===== src/verilog/mem_pkg.sv =====
package mem_pkg;

    // value is the number of bytes moved
    typedef enum logic [2:0] {
        size_byte = 3'd1,
        size_half = 3'd2,
        size_word = 3'd4
    } mem_size_e;

    typedef struct packed {
        logic [31:0] addr;
        logic [31:0] wdata;
        logic        write;
        mem_size_e   size;
    } mem_req_t;

    // 256 KiB, I/O window included
    localparam int MEM_ADDR_W = 18;

endpackage


===== src/verilog/mem_ctrl.sv =====
`timescale 1ns/1ps

module mem_ctrl (
    input  logic                          clk,
    input  logic                          rst,
    input  logic                          rdy,
    input  logic                          mem_ena,
    input  mem_pkg::mem_req_t             mem_req,
    output logic                          mem_done,
    output logic [31:0]                   mem_rdata,
    output logic [mem_pkg::MEM_ADDR_W-1:0] ram_addr,
    output logic                          ram_we,
    output logic [7:0]                    ram_wdata,
    input  logic [7:0]                    ram_rdata
);

    typedef enum logic [1:0] {
        idle,
        xfer,
        finish
    } state_e;

    state_e            state;
    mem_pkg::mem_req_t req_q;
    logic [2:0]        cnt;
    logic [1:0]        lane;
    logic              rd_arrive;

    // byte from the previous address arrives one cycle late
    assign lane      = 2'(cnt - 3'd1);
    assign rd_arrive = !req_q.write && ((state == xfer && cnt != 3'd0) || state == finish);

    assign ram_addr  = req_q.addr[mem_pkg::MEM_ADDR_W-1:0]
                     + {{(mem_pkg::MEM_ADDR_W-3){1'b0}}, cnt};
    assign ram_we    = (state == xfer) && req_q.write;
    assign ram_wdata = req_q.wdata[cnt[1:0]*8 +: 8];

    always_ff @(posedge clk) begin
        if (rst) begin
            state    <= idle;
            cnt      <= 3'd0;
            mem_done <= 1'b0;
        end else if (rdy) begin
            mem_done <= 1'b0;
            case (state)
                idle: begin
                    if (mem_ena) begin
                        cnt   <= 3'd0;
                        state <= xfer;
                    end
                end
                xfer: begin
                    cnt <= cnt + 3'd1;
                    if (cnt + 3'd1 == req_q.size) begin
                        state <= finish;
                    end
                end
                finish: begin
                    mem_done <= 1'b1;
                    state    <= idle;
                end
                default: state <= idle;
            endcase
        end
    end

    // little-endian gather of read bytes
    always_ff @(posedge clk) begin
        if (rdy) begin
            if (state == idle && mem_ena) begin
                req_q     <= mem_req;
                mem_rdata <= 32'b0;
            end else if (rd_arrive) begin
                mem_rdata[lane*8 +: 8] <= ram_rdata;
            end
        end
    end

endmodule


===== config.mk =====
export PLATFORM = sky130hd
export DESIGN_NAME = mem_ctrl
export DESIGN_NICKNAME = d
export VERILOG_FILES = /design/src/verilog/mem_pkg.sv /design/src/verilog/mem_ctrl.sv
export SDC_FILE = /design/constraint.sdc
export NUM_CORES = 1
export LEC_CHECK = 0
export BUFFER_PORTS_ARGS = -buffer_cell sky130_fd_sc_hd__buf_2
export CORE_ASPECT_RATIO = 1.5
export CORE_MARGIN = 4
export CORE_UTILIZATION = 43
export CTS_BUF_LIST = sky130_fd_sc_hd__clkbuf_16
export CTS_CLUSTER_DIAMETER = 40
export DETAILED_ROUTE_END_ITERATION = 10
export PLACE_DENSITY_LB_ADDON = 0.1
export SLEW_MARGIN = 10
export SYNTH_ARGS = -nofsm -noshare
export SYNTH_HDL_FRONTEND = slang
export SYNTH_SLANG_ARGS = --single-unit

===== constraint.sdc =====
create_clock -name clk -period 3.5 [get_ports clk]
set_input_delay 0 -clock clk [delete_from_list [all_inputs] [get_ports clk]]
set_output_delay 0 -clock clk [all_outputs]
set_load 0.005 [all_outputs]

-- Word level (Yosys, flattened, before mapping)
Index checks and enable logic that the tools add are counted.
- bits in read-only memories: 0
- bits in latches: 0
- memories kept: 0
- logic and storage cells: 42
- bits in registers: 92
- output and inout port bits: 60
- bits in writable memories: 0
- input port bits: 80
- bitwise operators: 0
- div/mod/pow operators: 0
- mux-type cells: 8
- reduce and logical (&&, ||, !) cells: 14
- equal/unequal tests: 5
- shifts and indexed selects: 3
- add/sub/neg operators: 4
- multiply operators: 0
- $lt $le $gt $ge: 0
- operators with widths (operator ; number):
    $neg A5 Y34 ; 1
    $shift A8 B34 Y32 const A ; 1
    $shiftx A8 B34 Y32 ; 1
    $bwmux W32 ; 1
    $mux W32 ; 1
    $shiftx A32 B6 Y8 ; 1
    $add A18 B3 Y18 ; 1
    $pmux W3 S2 ; 1
    $reduce_and A3 Y1 ; 2
    $logic_and A1 B1 Y1 ; 4
    $mux W2 ; 2
    $pmux W2 S2 ; 1
    $reduce_and A2 Y1 ; 2
    $reduce_bool A2 Y1 ; 2
    $add A3 B1 Y3 const B ; 1
    $eq A3 B3 Y1 ; 1
    $mux W3 ; 1
    $reduce_bool A3 Y1 ; 1
    $eq A2 B1 Y1 const B ; 1
    $eq A2 B2 Y1 const B ; 1
    $logic_not A2 Y1 ; 1
    $ne A2 B1 Y1 const B ; 1
    $ne A2 B2 Y1 const B ; 1
    $sub A2 B1 Y2 const B ; 1
    3 further kinds ; 3

-- Depth between registers and ports, before layout
- word-level depth: 6
- mapped depth: 8
- mapped depth without buffers: 7

-- Worst setup path after synthesis
OpenSTA, ideal clock, no wires.
- kind: register -> register
- start: reg state[0]
- end: reg req_q[0] (netlist bit) (enable)
- arrival: 3.062 ns
- data required time: 3.028 ns
- path slack: -0.034 ns
- period minus slack after synthesis: 3.534 ns
- library setup time: 0.472 ns
- buffers on the path: 1
- cell stages (with the launch flop): 4
- cell sequence: dfxtp_1 > clkbuf_1 > nand2b_1 > nor2b_1
- cells in the longest elaborated chain, start to end: 3
- ends and longest elaborated chain (element ; line ; source):
    start: declaration ; mem_ctrl.sv:23 ; state_e state;
    start signal: assignment ; mem_ctrl.sv:40 ; state <= idle;
    start signal: assignment ; mem_ctrl.sv:49 ; state <= xfer;
    start signal: assignment ; mem_ctrl.sv:55 ; state <= finish;
    $logic_not A2 Y1 ; mem_ctrl.sv:70 ; if (state == idle && mem_ena) begin
    $logic_and A1 B1 Y1 ; mem_ctrl.sv:70 ;
    $reduce_and A2 Y1 (no source line) ; - ;
    end signal: assignment ; mem_ctrl.sv:71 ; req_q <= mem_req;
    end: declaration ; mem_ctrl.sv:24 ; mem_pkg::mem_req_t req_q;
No other way between the ends.
A chain may end at the register's enable or synchronous reset.

-- Worst setup path after layout
- start: reg cnt[0]
- end: out ram_addr[14] (netlist bit)
- cells in the longest elaborated chain, start to end: 1
- ends and longest elaborated chain (element ; line ; source):
    start: declaration ; mem_ctrl.sv:25 ; logic [2:0] cnt;
    start signal: assignment ; mem_ctrl.sv:53 ; cnt <= cnt + 3'd1;
    $add A18 B3 Y18 ; mem_ctrl.sv:34 ; + {{(mem_pkg::MEM_ADDR_W-3){1'b0}}, cnt};
    end: declaration ; mem_ctrl.sv:11 ; output logic [mem_pkg::MEM_ADDR_W-1:0] ram_addr,
No other way between the ends.

==> impl_summary.log <==
INFO  metric ys_seq_area_share = between 60 and 70%
INFO  metric port-buffer-count = 125
INFO  metric critPathCapture = ram_addr[14]
INFO  metric effective_utilization_at_floorplan = roughly 45%
INFO  metric fin_crit = between 2 and 2.5 ns
INFO  metric timing.final.hold_violations = 0
INFO  metric worstPathArrival = about 2.4 ns
INFO  metric share_of_the_clock_period_used_by_the_worst_path_after_layout = 68.3%
INFO  metric synth_fp_nets = around 400
INFO  metric fp.dieH = 129 µm
INFO  metric syn-cell-area = 0.00418 mm²
INFO  metric io-pin-count = 140
INFO  metric startpoint = cnt[0]
INFO  metric run_status = completed
INFO  metric cts_resized = 0
INFO  metric post_route_cells_drive_above_1_share = about a third
INFO  metric type_of_origin_of_the_critical_path = register
INFO  metric ant_nets = 0
INFO  metric grt_setup_unrepaired = false
INFO  metric initialDrtViolationCount = ~100
INFO  metric yosys_warnings = 0
INFO  metric max_slew.worst_pin.slew = just under 0.7 ns
INFO  metric cts_buffers = 9
INFO  metric placement.cell_area = between 0.004 and 0.005 mm²
INFO  metric powerDensity = between 400 and 500 mW/mm²
INFO  metric num_antenna_cells = 0
INFO  metric row_count = 43
INFO  metric maxCapViolations = 0
INFO  metric dpl.hpwl = 6.28 mm
INFO  metric finalNetCount = slightly below 600
INFO  metric ir_worst_vdd = about 0.00030 V
INFO  metric clock_latency = 0.33 ns
INFO  metric htree_num_levels = 3
INFO  metric postCtsSetupBuffers = 0
INFO  metric multi_input_comb_area = between 0.001 and 0.0015 mm²
INFO  metric vias_per_cell = just under 5
INFO  metric drt_pass1_iterations = 4
INFO  metric worst_r2r_start = cnt[1]
INFO  metric worst_setup_path_end_kind = output port
INFO  metric internal_power = a little over 2 mW
INFO  metric overflow = 0
INFO  metric clockBufferDepth = 2
INFO  metric root_buffer_cell = sky130_fd_sc_hd__clkbuf_16
INFO  metric design.die.area = about 0.011 mm²
INFO  metric detail_route.wl_per_cell = between 15 and 20 µm
INFO  metric worstReg2RegEnd = mem_rdata[26]
INFO  metric fillers = 774
INFO  metric power_leakage = around 2.3 nW
INFO  metric tritoncts_clock_tree = built
INFO  metric clock.fmax = approximately 420 MHz
INFO  metric via_count = 3,017
INFO  metric pin_count_of_the_biggest_net_entering_global_routing = 55
INFO  metric die_w = roughly 88 µm
INFO  metric grt_busiest_layer = met2
INFO  metric setup_total_negative_slack = 0 ns
INFO  metric synthesis.instances = approximately 300
INFO  metric reg_power_share = 50.5%
INFO  metric clock_sinks = around 90
INFO  metric postCtsHoldBufs = 56
INFO  metric power_switching = around 0.53 mW
INFO  metric finClkSkew = between 0.006 and 0.007 ns
INFO  metric worst_hold_path_class = in2reg
INFO  metric synth.lib_cells_used.distinct = 36
INFO  metric final_area = between 0.005 and 0.006 mm²
INFO  metric slew_viol_final = 0
INFO  metric wl = between 9 and 10 mm
INFO  metric gpl_congestion = ~0.78
INFO  metric timing.max_slew.rel_slack = ~55%
INFO  metric power.total = between 2 and 3 mW
INFO  metric placeableCoreArea = 0.00936 mm²
INFO  metric worst-r2r-setup-slack = about 1.3 ns
INFO  metric reg2regPathDepth = 8
INFO  metric gr_met3_demand_resource = 5.19%
INFO  metric critical_path_type = reg2out
INFO  metric synthToLayoutAreaGrowth = 39.0%
INFO  metric worstPathRequired = between 3 and 4 ns
INFO  metric drt_drc_violations_left = 0
INFO  metric grt_pass1_wl = between 15 and 20 mm
INFO  metric met2_usage = between 30% and 40%
INFO  metric register_area = 0.00270 mm²
INFO  metric global_route.usage.met1 = between 20% and 30%
INFO  metric comb_power_share = about a tenth
INFO  metric power.clock.fraction = 39.1%
INFO  metric clk_pin_slew = ~0.060 ns
INFO  metric netSwitchingFraction = approximately 21%
INFO  metric syn_avg_cell_area = 13.6 µm²
INFO  metric grtUsageTotal = roughly 18%
INFO  metric grt_pass1_vias = approximately 3.2k
INFO  metric setup-violations-final = 0
INFO  metric antenna_violations_before_repair = 0
INFO  metric worst-path-max-fanout = 6
INFO  metric synth-seq-cells = 92
==> cells in the final DEF, fill, tap and decap left out, types with 2 or more instances in the layout <==
cell and n:
sky130_fd_sc_hd__nand2b_1 5, sky130_fd_sc_hd__a21oi_2 3, sky130_fd_sc_hd__dlygate4sd3_1 56, sky130_fd_sc_hd__nand3_1 6, sky130_fd_sc_hd__nor4b_4 2, sky130_fd_sc_hd__xnor2_1 14, sky130_fd_sc_hd__a21oi_1 38, sky130_fd_sc_hd__nor3_2 2
sky130_fd_sc_hd__o21ai_1 2, sky130_fd_sc_hd__mux4_2 8, sky130_fd_sc_hd__inv_1 7, sky130_fd_sc_hd__buf_2 125, sky130_fd_sc_hd__nor2b_1 34, sky130_fd_sc_hd__dfxtp_1 6, sky130_fd_sc_hd__nand2_1 13, sky130_fd_sc_hd__clkbuf_16 9
sky130_fd_sc_hd__buf_4 5, sky130_fd_sc_hd__ha_1 9, sky130_fd_sc_hd__nand4_1 5, sky130_fd_sc_hd__and4_1 2, sky130_fd_sc_hd__edfxtp_1 86, sky130_fd_sc_hd__xor2_1 3, sky130_fd_sc_hd__bufinv_16 2, sky130_fd_sc_hd__nand3b_1 2
sky130_fd_sc_hd__nor2_1 38
==> cells by family after synthesis <==
family	Yosys count	synth area share [%]
multiplexers	8	4.31
flip-flops	92	64.7
adder cells (fa/ha/maj)	10	3.18
buffers and inverters	16	1.80
AND/OR/NAND/NOR	116	15.3
AO/OA/AOI/OAI	46	6.17
XOR/XNOR	19	4.49
==> per-layer routing <==
metal  part of all wire (%)  vias to the layer above
met5                      0                        -
met4                    2.4                        0
met3                    6.3                       22
met2                     53                      105
met1                     38                     1397
li1                       -                     1493
==> worst min path at each step <==
stage,slack (ns),start,depth (start not counted),to
floorplan,0.06,rst,1,state[1]
global placement,0.18,mem_req[43],1,req_q[43]
detailed placement,0.18,mem_req[21],1,req_q[21]
CTS,0.03,mem_ena,4,cnt[2]
global route,0.05,ram_rdata[7],3,mem_rdata[15]
finish,0.04,mem_ena,4,cnt[2]
==> final cells by class <==
type	instances	area share [%]
Clock buffer	9	3.88
Tap cell	112	2.41
Inverter	6	0.388
Multi-Input combinational cell	199	24.3
Timing Repair Buffer	186	21.1
Sequential cell	92	46.5
Clock inverter	7	1.44
==> power groups by stage <==
stage | logic, mW | registers [mW] | clock network (mW)
finish | 0.265 | 1.29 | 0.997
global route | 0.295 | 1.29 | 1.08
CTS | 0.267 | 1.29 | 1.02
detailed placement | 0.219 | 1.31 | 0
global placement | 0.216 | 1.31 | 0
floorplan | 0.114 | 1.31 | 0
==> cell usage after synthesis (all sizes together) <==
| library cell | n | area (µm²) |
|---|---|---|
| a2111oi | 1 | 15.0 |
| a21oi | 41 | 216 |
| a32oi | 1 | 8.76 |
| and2 | 1 | 6.26 |
| and3b | 1 | 8.76 |
| and4 | 2 | 17.5 |
| buf | 7 | 40.0 |
| clkbuf | 3 | 12.5 |
| dfxtp | 6 | 120 |
| edfxtp | 86 | 2580 |
| fa | 1 | 20.0 |
| ha | 9 | 113 |
| inv | 6 | 22.5 |
| mux4 | 8 | 180 |
| nand2 | 13 | 48.8 |
| nand2b | 5 | 31.3 |
| nand3 | 6 | 30.0 |
| nand3b | 2 | 15.0 |
| nand4 | 5 | 31.3 |
| nor2 | 39 | 146 |
| nor2b | 35 | 219 |
| nor3 | 3 | 25.0 |
| nor3b | 1 | 7.51 |
| nor4b | 2 | 47.6 |
| o21a | 1 | 7.51 |
| o21ai | 2 | 10.0 |
| or3 | 1 | 6.26 |
| xnor2 | 15 | 139 |
| xnor3 | 1 | 22.5 |
| xor2 | 3 | 26.3 |
==> through the flow <==
| stage | setup slack, ns | hold WS [ns] | instances | util (%) |
|---|---|---|---|---|
| floorplan | 0.842 | 0.0624 | 307 | - |
| global route | 0.915 | 0.0481 | 611 | 62.0 |
| finish | 1.11 | 0.0401 | 611 | 62.0 |
| detailed placement | 1.19 | 0.178 | 539 | 52.7 |
| global placement | 1.23 | 0.176 | 539 | 52.7 |
| CTS | 1.08 | 0.0258 | 611 | 62.0 |
==> state kept, by name, indices dropped and copies added (netlist names) <==
register and flops:
mem_done 1, cnt 3, req_q 54, mem_rdata 32, state 2
==> critical path, cell delays in order (launching register included) <==
cell and delay [ns]:
sky130_fd_sc_hd__dfxtp_1 0.49, sky130_fd_sc_hd__ha_1 0.23, sky130_fd_sc_hd__inv_1 0.05, sky130_fd_sc_hd__fa_1 0.39, sky130_fd_sc_hd__nand2b_1 0.19, sky130_fd_sc_hd__a21oi_2 0.27, sky130_fd_sc_hd__nand3_1 0.15, sky130_fd_sc_hd__xnor2_1 0.16
sky130_fd_sc_hd__buf_2 0.14
No activity file was read; power rests on OpenSTA's default activity.
