### config.mk
export PLATFORM = sky130hd
export DESIGN_NAME = ls_exec
export DESIGN_NICKNAME = d
export VERILOG_FILES = /design/src/verilog/mem_pkg.sv /design/src/verilog/ls_pkg.sv /design/src/verilog/ls_exec.sv
export SDC_FILE = /design/constraint.sdc
export NUM_CORES = 1
export LEC_CHECK = 0
export BUFFER_PORTS_ARGS = -buffer_cell sky130_fd_sc_hd__clkbuf_2
export CORE_ASPECT_RATIO = 1.1
export CORE_MARGIN = 4
export CORE_UTILIZATION = 49
export DETAILED_ROUTE_END_ITERATION = 10
export GPL_TIMING_DRIVEN = 0
export HOLD_SLACK_MARGIN = 0.03
export PLACE_DENSITY = 0.85
export SYNTH_ARGS = -nofsm -noshare
export SYNTH_HDL_FRONTEND = slang
export SYNTH_SLANG_ARGS = --single-unit
### constraint.sdc
create_clock -name clk -period 6.4 [get_ports clk]
set_clock_uncertainty 0.05 [all_clocks]
set_input_delay 0.32 -clock clk [delete_from_list [all_inputs] [get_ports clk]]
set_output_delay 0.32 -clock clk [all_outputs]
set_load 0.03 [all_outputs]
### src/verilog/mem_pkg.sv
package mem_pkg;

    // value is the number of bytes moved
    typedef enum logic [2:0] {
        size_byte = 3'd1,
        size_half = 3'd2,
        size_word = 3'd4
    } mem_size_e;

    typedef struct packed {
        logic [31:0] addr;
        logic [31:0] wdata;
        logic        write;
        mem_size_e   size;
    } mem_req_t;

    // 256 KiB, I/O window included
    localparam int MEM_ADDR_W = 18;

endpackage

### src/verilog/ls_pkg.sv
package ls_pkg;

    // load/store opcodes from the issue buffer
    typedef enum logic [3:0] {
        op_nop = 4'd0,
        op_lb  = 4'd1,
        op_lh  = 4'd2,
        op_lw  = 4'd3,
        op_lbu = 4'd4,
        op_lhu = 4'd5,
        op_sb  = 4'd6,
        op_sh  = 4'd7,
        op_sw  = 4'd8
    } ls_op_e;

    typedef struct packed {
        ls_op_e      op;
        logic [31:0] addr;
        logic [31:0] store_value;
    } ls_req_t;

    // direct mapped, one word per line
    localparam int DCACHE_LINES   = 64;
    localparam int DCACHE_INDEX_W = $clog2(DCACHE_LINES);
    localparam int DCACHE_TAG_LSB = 2 + DCACHE_INDEX_W;
    localparam int DCACHE_TAG_W   = 32 - DCACHE_TAG_LSB;

    // uncached window starts here
    localparam logic [31:0] IO_BASE = 32'h0003_0000;

endpackage
### src/verilog/ls_exec.sv
`timescale 1ns/1ps

module ls_exec (
    input  logic              clk,
    input  logic              rst,
    input  logic              rdy,
    input  logic              ena,
    input  ls_pkg::ls_req_t   req,
    input  logic              rollback,
    output logic              busy,
    output logic              valid,
    output logic [31:0]       result,
    input  logic              read_hit,
    input  logic              write_hit,
    input  logic [31:0]       line,
    output logic              store_en,
    output logic              mem_ena,
    output mem_pkg::mem_req_t mem_req,
    input  logic              mem_done,
    input  logic [31:0]       mem_rdata
);

    typedef enum logic [1:0] {
        idle,
        wait_load,
        wait_store
    } state_e;

    state_e         state;
    ls_pkg::ls_op_e load_op;
    logic           valid_q;

    logic accept;
    logic is_load;
    logic is_store;
    logic cacheable;
    logic hit;

    // sign or zero extension of the low bytes
    function automatic logic [31:0] extend(ls_pkg::ls_op_e op, logic [31:0] w);
        case (op)
            ls_pkg::op_lb:  return {{24{w[7]}}, w[7:0]};
            ls_pkg::op_lh:  return {{16{w[15]}}, w[15:0]};
            ls_pkg::op_lbu: return {24'b0, w[7:0]};
            ls_pkg::op_lhu: return {16'b0, w[15:0]};
            default:        return w;
        endcase
    endfunction

    function automatic mem_pkg::mem_size_e size_of(ls_pkg::ls_op_e op);
        case (op)
            ls_pkg::op_lb, ls_pkg::op_lbu, ls_pkg::op_sb: return mem_pkg::size_byte;
            ls_pkg::op_lh, ls_pkg::op_lhu, ls_pkg::op_sh: return mem_pkg::size_half;
            default:                                      return mem_pkg::size_word;
        endcase
    endfunction

    assign is_load = req.op inside {ls_pkg::op_lb, ls_pkg::op_lh, ls_pkg::op_lw,
                                    ls_pkg::op_lbu, ls_pkg::op_lhu};
    assign is_store = req.op inside {ls_pkg::op_sb, ls_pkg::op_sh, ls_pkg::op_sw};

    assign cacheable = req.addr < ls_pkg::IO_BASE;
    assign hit       = cacheable && (read_hit || write_hit);
    assign accept    = rdy && ena && (state == idle) && (is_load || is_store);
    assign store_en  = accept && cacheable && write_hit;

    assign busy  = (state != idle) || ena;
    // a held pulse shows once rdy is back
    assign valid = valid_q && rdy;

    always_ff @(posedge clk) begin
        if (rst) begin
            state   <= idle;
            valid_q <= 1'b0;
            mem_ena <= 1'b0;
        end else if (rdy) begin
            valid_q <= 1'b0;
            mem_ena <= 1'b0;
            case (state)
                idle: begin
                    if (accept) begin
                        if (hit) begin
                            valid_q <= is_load;
                        end else begin
                            mem_ena <= 1'b1;
                            state   <= is_load ? wait_load : wait_store;
                        end
                    end
                end
                wait_load: begin
                    // rollback drops the load, late done is ignored in idle
                    if (rollback) begin
                        state <= idle;
                    end else if (mem_done) begin
                        valid_q <= 1'b1;
                        state   <= idle;
                    end
                end
                wait_store: begin
                    if (mem_done) begin
                        state <= idle;
                    end
                end
                default: state <= idle;
            endcase
        end
    end

    always_ff @(posedge clk) begin
        if (accept && hit && is_load) begin
            result <= extend(req.op, line >> {req.addr[1:0], 3'b000});
        end else if (rdy && state == wait_load && !rollback && mem_done) begin
            result <= extend(load_op, mem_rdata);
        end

        if (accept && !hit) begin
            load_op       <= req.op;
            mem_req.addr  <= req.addr;
            mem_req.wdata <= req.store_value;
            mem_req.write <= is_store;
            mem_req.size  <= size_of(req.op);
        end
    end

endmodule

Yosys cells after proc, flatten, opt, wreduce, memory -nomap -nowiden
Cells that the tools add are included.

Bits in registers: 108. Bits in latches: 0. Bits in writable memories: 0. Memory bits (read-only): 0. Input port bits: 140. Output and inout bits: 104. Logic and storage cells: 72. Memories: 0.

Add/sub/neg operators: 0. $mul: 0. Div/mod/pow operators: 0. $lt $le $gt $ge: 1. Equal/unequal tests: 16. Shift-type cells: 1. Muxes and demuxes: 19. Bitwise logic cells: 0. Reduce and logical (&&, ||, !) cells: 26.

Operators with widths (count): 32-bit one-hot mux with 4 select lines (2); 32-bit 2-to-1 mux (2); 32-bit by 18-bit < comparator with 1-bit output (second input constant) (1); 32-bit by 5-bit >> shifter with 32-bit output (1); 4-bit by 3-bit == test with 1-bit output (second input constant) (6); 1-bit logical AND (13); 4-bit by 2-bit == test with 1-bit output (second input constant) (3); 2-bit 2-to-1 mux (5); 4-bit by 1-bit == test with 1-bit output (second input constant) (2); 1-bit 2-to-1 mux (7); 2-bit one-hot mux with 3 select lines (1); 3-bit one-hot mux with 2 select lines (1); 3-bit OR reduction (2); 5-bit nonzero test (1); 4-bit == test (second input constant) (1); 2-bit != test (second input constant) (2); 2-bit nonzero test (2); 1-bit logical OR (3); 3-bit AND reduction (1); 3-bit nonzero test (1); 2-bit by 1-bit == test with 1-bit output (second input constant) (1); 2-bit == test (second input constant) (1); 1-bit logical NOT (2); 2-bit logical NOT (1); 1-bit one-hot mux with 2 select lines (1).

Longest topological paths before layout
Gate-level depths: netlist of run 1.

Word-level depth: 7. Depth in mapped cells: 7. Gate-level depth less buffers: 4.

Worst setup path before layout of run 1
Ideal clock, no wire load.

Kind: input -> register. Start: input req[58] (netlist bit). End: register result[0], enable pin. Setup time: 0.471 ns. Arrival: 3.631 ns. Required time: 5.879 ns. Path slack: 2.249 ns. Stages: 5. Buffers on the path: 1. Path through: nor4_1 -> and4_1 -> nand3_4 -> buf_2 -> a21boi_0.

Longest elaborated chain between the ends: 5.

RTL lines: start, declared (line ls_exec.sv:8) `input ls_pkg::ls_req_t req,`; 32-bit by 18-bit < comparator with 1-bit output (line ls_exec.sv:62) `assign cacheable = req.addr < ls_pkg::IO_BASE;`; 1-bit logical AND (line ls_exec.sv:63) `assign hit = cacheable && (read_hit || write_hit);`; 1-bit logical AND (2 in series) (line ls_exec.sv:110) `if (accept && hit && is_load) begin`; 2-bit nonzero test (no line); end signal, assigned (line ls_exec.sv:111) `result <= extend(req.op, line >> {req.addr[1:0], 3'b000});`; end signal, assigned (line ls_exec.sv:113) `result <= extend(load_op, mem_rdata);`; end, declared (line ls_exec.sv:12) `output logic [31:0] result,`.

No other way between the ends. A chain may end at the register's enable or synchronous reset.

Final worst setup path of run 1
Start: register state[1]. End: register mem_req[36] (netlist bit), enable pin.

Longest elaborated chain between the ends: 4.

RTL lines: start, declared (line ls_exec.sv:29) `state_e state;`; start signal, assigned (line ls_exec.sv:73) `state <= idle;`; start signal, assigned (line ls_exec.sv:86) `state <= is_load ? wait_load : wait_store;`; start signal, assigned (line ls_exec.sv:93) `state <= idle;`; 2-bit logical NOT (line ls_exec.sv:64) `assign accept = rdy && ena && (state == idle) && (is_load || is_store);`; 1-bit logical AND (2 in series) (line ls_exec.sv:64); 1-bit logical AND (line ls_exec.sv:116) `if (accept && !hit) begin`; end, declared (line ls_exec.sv:18) `output mem_pkg::mem_req_t mem_req,`.

No other way between the ends.

==> flow_metrics.tcl, run 1 <==
set metrics [dict create \
    vias 3762 \
    clk_path_buf_depth 2 \
    slew_headroom_pct 51.7 \
    die_w_um 102 \
    synth_compound_area_share_pct 13.4 \
    cts_root_buf "clkbuf_8" \
    worstPathArrival_ns 2.60 \
    diodes 0 \
    io_buffer_count 243 \
    rows 37 \
    syn2layout_area_growth_pct 33.6 \
    dr.pass1.iters 5 \
    worst_path_largest_cell_delay_ns 0.58 \
    setup-tns-final_ns 0 \
    netlist_area_mm2 0.00480 \
    startpoint_type "register" \
    ant_nets 0 \
    worst_pin_slew_ns 0.723 \
    cts_tree "built" \
    syn_nets 468 \
    hold_violations 0 \
    vias_per_cell 5.33 \
    ys_warn_count 0 \
    maxCapViolCount 0 \
    leakage_uw 0.00271 \
    cts_hold_buf 0 \
    grt_pass1_vias 3931 \
    critPathCaptureType "register" \
    power_uw 1400 \
    htree_levels 3 \
    path_clk_slew_ns 0.11 \
    grt_use_total_pct 23.2 \
    synth_top_area_share_pct 65.0 \
    timing.final.ws_setup_ns 3.82 \
    fin_crit_sh_pct 40.4 \
    ios 244 \
    die_h_um 112 \
    synthTopCellsByArea "edfxtp_1, a22oi_1, mux2_2, nand2_1, mux2i_1" \
    path_class "reg2reg" \
    start_util_pct 50.9 \
    crit_path_top_delay_cell "inv_2" \
    gp_congestion 0.891 \
    cp.required_ns 6.42 \
    drtIter0Drc 210 \
    synth-simple-area-share_pct 8.62 \
    cts_made_buffers 9 \
    avgSynthCellArea_um2 14.6 \
    rsz0062_at_grt "no" \
    layout-drive-gt1-share_pct 53.3 \
    globalRouteOverflowTotal 0 \
    critPathMaxFanout 40 \
    ys_types 50 \
    slew_viol_final 0 \
    setup_violations 0 \
    grt_antenna_before_repair 0 \
    grt_first_pass_wirelength_mm 20.4 \
    synth.area.mux_share_pct 7.55 \
    grt_max_degree 41 \
    ctsResizeCount 0 \
    fmax_mhz 387 \
    final_common_cell "clkbuf_2" \
    cts_num_sinks 108 \
    syn-instance-count 328 \
    yosys.area.top_type "edfxtp_1" \
    post_cts.repair.setup_buffers 0 \
    yosysSeqAreaShare_pct 66.7 \
    critical_path_buf_inv_count 2 \
    layout_common_cells "clkbuf_2, edfxtp_1, nand2_1" \
    drt_wl_total_mm 13.4 \
    preCtsSetupSlack_ns 3.55 \
    wl_per_cell_um 18.9 \
    status "completed" \
    worstPathCellList "nand4bb_1 -> nor3_1 -> o21ai_0 -> inv_2 -> buf_12" \
    synthAdderAreaFrac_pct 0 \
    synth_xor_area_share_pct 0.365 \
    dieArea_mm2 0.0115 \
    peakVddDrop_mv 0.165 \
    core_area_mm2 0.00944 \
    finalNetCount 724 \
    dpl.hpwl_mm 11.0 \
    clkLatencyLatePin_ns 0.37 \
    fin_util_pct 67.9 \
    finalCriticalPeriod_ns 2.58 \
    drcViolationCount 0 \
    critPathTopFamily "buffers and inverters" \
    synth_top_family_by_area "compound AO/OA/AOI/OAI gates" \
    hold_path.class "in2reg" \
    ys_ff_latch 108 \
    power.density_mw_per_mm2 218 \
]
==> worst paths after layout <==
kind,start,endpoint,slack [ns],depth (start not counted)
hold / removal,req[13],mem_req[17],0.06,1
setup / recovery,state[1],mem_req[36],3.82,5
hold reg to reg,mem_ena,mem_ena,0.45,2
setup reg to reg,state[1],mem_req[36],3.82,5
==> layout make-up <==
cell class | instances | area, µm²
repair buffers | 245 | 1260
plain buffers | 24 | 149
flip-flops and latches | 108 | 3200
inverters | 3 | 11.3
well taps | 117 | 146
multi-input cells | 193 | 1450
clock buffers | 9 | 124
fillers | 714 | 3030
clock inverters | 7 | 66.3
==> logic make-up after synthesis <==
logic type      count (synthesis)
flops                         108
simple gates                   80
compound gates                 78
mux                            33
buf+inv                        27
xor+xnor                        2
==> sequential cells by signal (all words and copies together), names as in the netlist <==
name,cells
result,32
state,2
mem_ena,1
mem_req,68
load_op,4
valid_q,1
==> power breakdown <==
part           total, µW  internal, µW  switching [µW]
Sequential           802           796            6.11
Clock                401           150             251
Combinational        198          81.8             116
==> worst register-to-register path: cells and delay by family (launching register included) <==
family	cells	cell delay (ns)
AND/OR/NAND/NOR	2	0.71
flip-flops	1	0.38
AO/OA/AOI/OAI	1	0.22
buffers and inverters	2	0.90
==> per-layer routing <==
layer | global-route usage, % | vias to the layer above | share of wire [%]
met5 | 0 | - | 0
met4 | 7.87 | 0 | 2.2
met3 | 6.89 | 27 | 9.5
met2 | 39.7 | 171 | 52
met1 | 27.6 | 1761 | 37
li1 | - | 1803 | -
==> cell usage after synthesis (all sizes together) <==
library cell    n
and2            2
a21o            1
a32oi           8
nor3            4
o31ai           1
dfxtp           4
clkbuf          6
o211ai          1
a211oi          2
a22oi          32
nand3           2
xnor2           2
and3            2
a21oi           6
nand4bb         1
o21ai          12
o2bb2ai         8
and4            1
nand2b          1
inv             3
nand2          43
a22o            1
nor2            7
nand4           2
or3             5
nand3b          2
nor4            5
o31a            2
mux2i          16
a31oi           1
nor2b           2
mux4            1
a21boi          1
mux2           16
a311oi          2
edfxtp        104
or3b            1
buf            18
==> per-stage QoR <==
stage / std cells / area, µm² / hold slack, ns
finish: 706 / 6410 / 0.0587
global route: 706 / 6410 / 0.0322
CTS: 706 / 6410 / 0.0464
detailed placement: 690 / 6220 / 0.418
global placement: 688 / 6170 / 0.410
floorplan: 328 / 4800 / 0.338
Power figures use the tool's default switching activity.
==> inputs of run 2 (changes only) <==
Settings changed: CORE_UTILIZATION 49 to 41, PLACE_DENSITY 0.85 to 0.76.
Clock period 6.4 ns to 2.2 ns, I/O delays scaled along.
==> run 2 against run 1 <==
Final cell count up 16%; via count up 9.6%; critical path depth up 4; wire length up 9.7%; setup slack worse by 3.7 ns; global-route usage down 1.8 points; cell area up 16%; first-iteration DRC count up 6.2%; critical path type is now in2reg.
==> flow_metrics.tcl, run 2 (synthesis results as in run 1) <==
set metrics [dict create \
    status "completed" \
    grt_use_met3_pct 5.59 \
    setup_violations 0 \
    layout-drive-gt1-share_pct 48.6 \
    seqCellArea_mm2 0.00321 \
    globalRouteOverflowTotal 0 \
    start_util_pct 41.8 \
    dr.pass1.iters 4 \
    min_from "rollback" \
    holdPathStages 4 \
    finalNonFillerCells 819 \
    final_common_cell "clkbuf_2" \
    slew_headroom_pct 47.8 \
    finalNetCount 804 \
    largest_reg_flops 68 \
    final_area_mm2 0.00746 \
    drt_wl_total_mm 14.7 \
    use_met2_pct 37.1 \
    r2r_slack_ns 0.14 \
    worst_hold_slack_ns 0.0381 \
    maxCapViolCount 0 \
    path_class "in2reg" \
    biggestRegsByFlops "mem_req x68, result x32, load_op x4" \
    worstPathArrival_ns 2.12 \
    slew_viol_final 0 \
    multi_input_area_mm2 0.00155 \
    rsz0062_at_grt "no" \
    hold_end "state[0]" \
    finalCriticalPeriod_ns 2.09 \
    r2r-start "state[0]" \
    vias_per_cell 5.03 \
    clk_path_buf_depth 2 \
    grt_busiest_layer "met2" \
    place_inst 721 \
    rr_worst_depth 6 \
    setup-tns-final_ns 0 \
    ios 244 \
    fin_crit_sh_pct 95.1 \
    dpl.hpwl_mm 10.7 \
    cts_made_buffers 9 \
    ant_nets 0 \
    layout_common_cells "clkbuf_2, edfxtp_1, dlygate4sd3_1" \
    drcViolationCount 0 \
    vias 4122 \
    gp_congestion 0.861 \
    worst_path_largest_cell_delay_ns 0.53 \
    cts_root_buf "clkbuf_16" \
    cp.required_ns 2.23 \
    nFillCells 923 \
    worstPathCellList "dlygate4sd3_1 -> clkbuf_2 -> buf_4 -> mux4_2 -> nand4_1 -> and3_1 -> buf_4 -> buf_6 -> a22oi_1" \
    htree_levels 3 \
    power.density_mw_per_mm2 639 \
    rows 41 \
    path_clk_slew_ns 0.07 \
    grt_antenna_before_repair 1 \
    diodes 0 \
    critPathMaxFanout 10 \
    wl_per_cell_um 17.9 \
    grt_first_pass_wirelength_mm 22.4 \
    regMostFlops "mem_req" \
    fmax_mhz 478 \
    dieArea_mm2 0.0135 \
    die_w_um 111 \
    worst_pin_slew_ns 0.781 \
    syn2layout_area_growth_pct 55.2 \
    critPathCaptureType "register" \
    core_area_mm2 0.0115 \
    io_buffer_count 243 \
    grt_max_degree 37 \
    grt_use_met1_pct 24.9 \
    hold_violations 0 \
    cts_tree "built" \
    hold_path.class "in2reg" \
    leakage_uw 0.00312 \
    drtIter0Drc 223 \
    startpoint_type "input pin" \
    die_h_um 122 \
    crit_path_top_delay_cell "dlygate4sd3_1" \
    cp_common_cell "buf_4" \
    grt_use_total_pct 21.4 \
    grt_pass1_vias 4301 \
    cts_num_sinks 108 \
    peakVddDrop_mv 0.397 \
    clkLatencyLatePin_ns 0.35 \
    rr_endpoint "result[14]" \
    placed_area_mm2 0.00629 \
]
[run 2: cell type report]
class                           instances  area share [%]
Buffer                                 24            2.03
Clock buffer                           11            3.12
Timing Repair inverter                  1           0.101
Tap cell                              150            2.52
Timing Repair Buffer                  323            27.1
Inverter                                3           0.201
Sequential cell                       108            43.0
Clock inverter                          5            1.12
Multi-Input combinational cell        194            20.8
[run 2: how the worst max path moves through the flow]
stage | from | to | slack [ns]
2_1_floorplan | req[63] | load_op[0] | -0.04
3_3_place_gp | req[49] | mem_req[36] | -0.68
3_5_place_dp | req[49] | mem_req[50] | -0.81
4_1_cts | state[0] | mem_req[36] | 0.03
5_1_grt | req[33] | result[20] | 0.03
6_report | req[33] | result[20] | 0.11
[run 2: worst max-delay path, delay by kind of cell]
family          cells  cell delay [ns]
buf+inv             5             1.14
compound gates      1             0.08
simple gates        2             0.27
mux                 1             0.52
[run 2: power breakdown]
group	internal, µW	switching, µW	total, µW
clock	1010	719	1730
sequential	2320	18.2	2340
combinational	330	374	705
total	3660	1110	4770
[run 2: repair_timing]
action                                  in CTS  in global routing
endpoints found under the hold margin       79                  0
hold buffers                                76                  0
gates cloned                                 2                  0
pin swaps                                    2                  0
resized for setup                            3                  7
buffers inserted                             4                  0
endpoints found under the setup margin     104                 79
[run 2: through the flow]
step	util, %	worst slack [ns]	power [µW]
floorplan	-	-0.0429	2710
global placement	54.7	-0.680	2950
detailed placement	54.7	-0.809	2970
CTS	64.7	0.0312	4800
global route	64.9	0.0290	4960
finish	64.9	0.109	4770
[run 2: metal layers]
layer	up-vias	share of wire (%)	wire length (µm)
met5	-	0.089	13
li1	1966	-	-
met2	166	52	7680
met1	1953	37	5490
met4	2	3.1	452
met3	35	7.0	1030
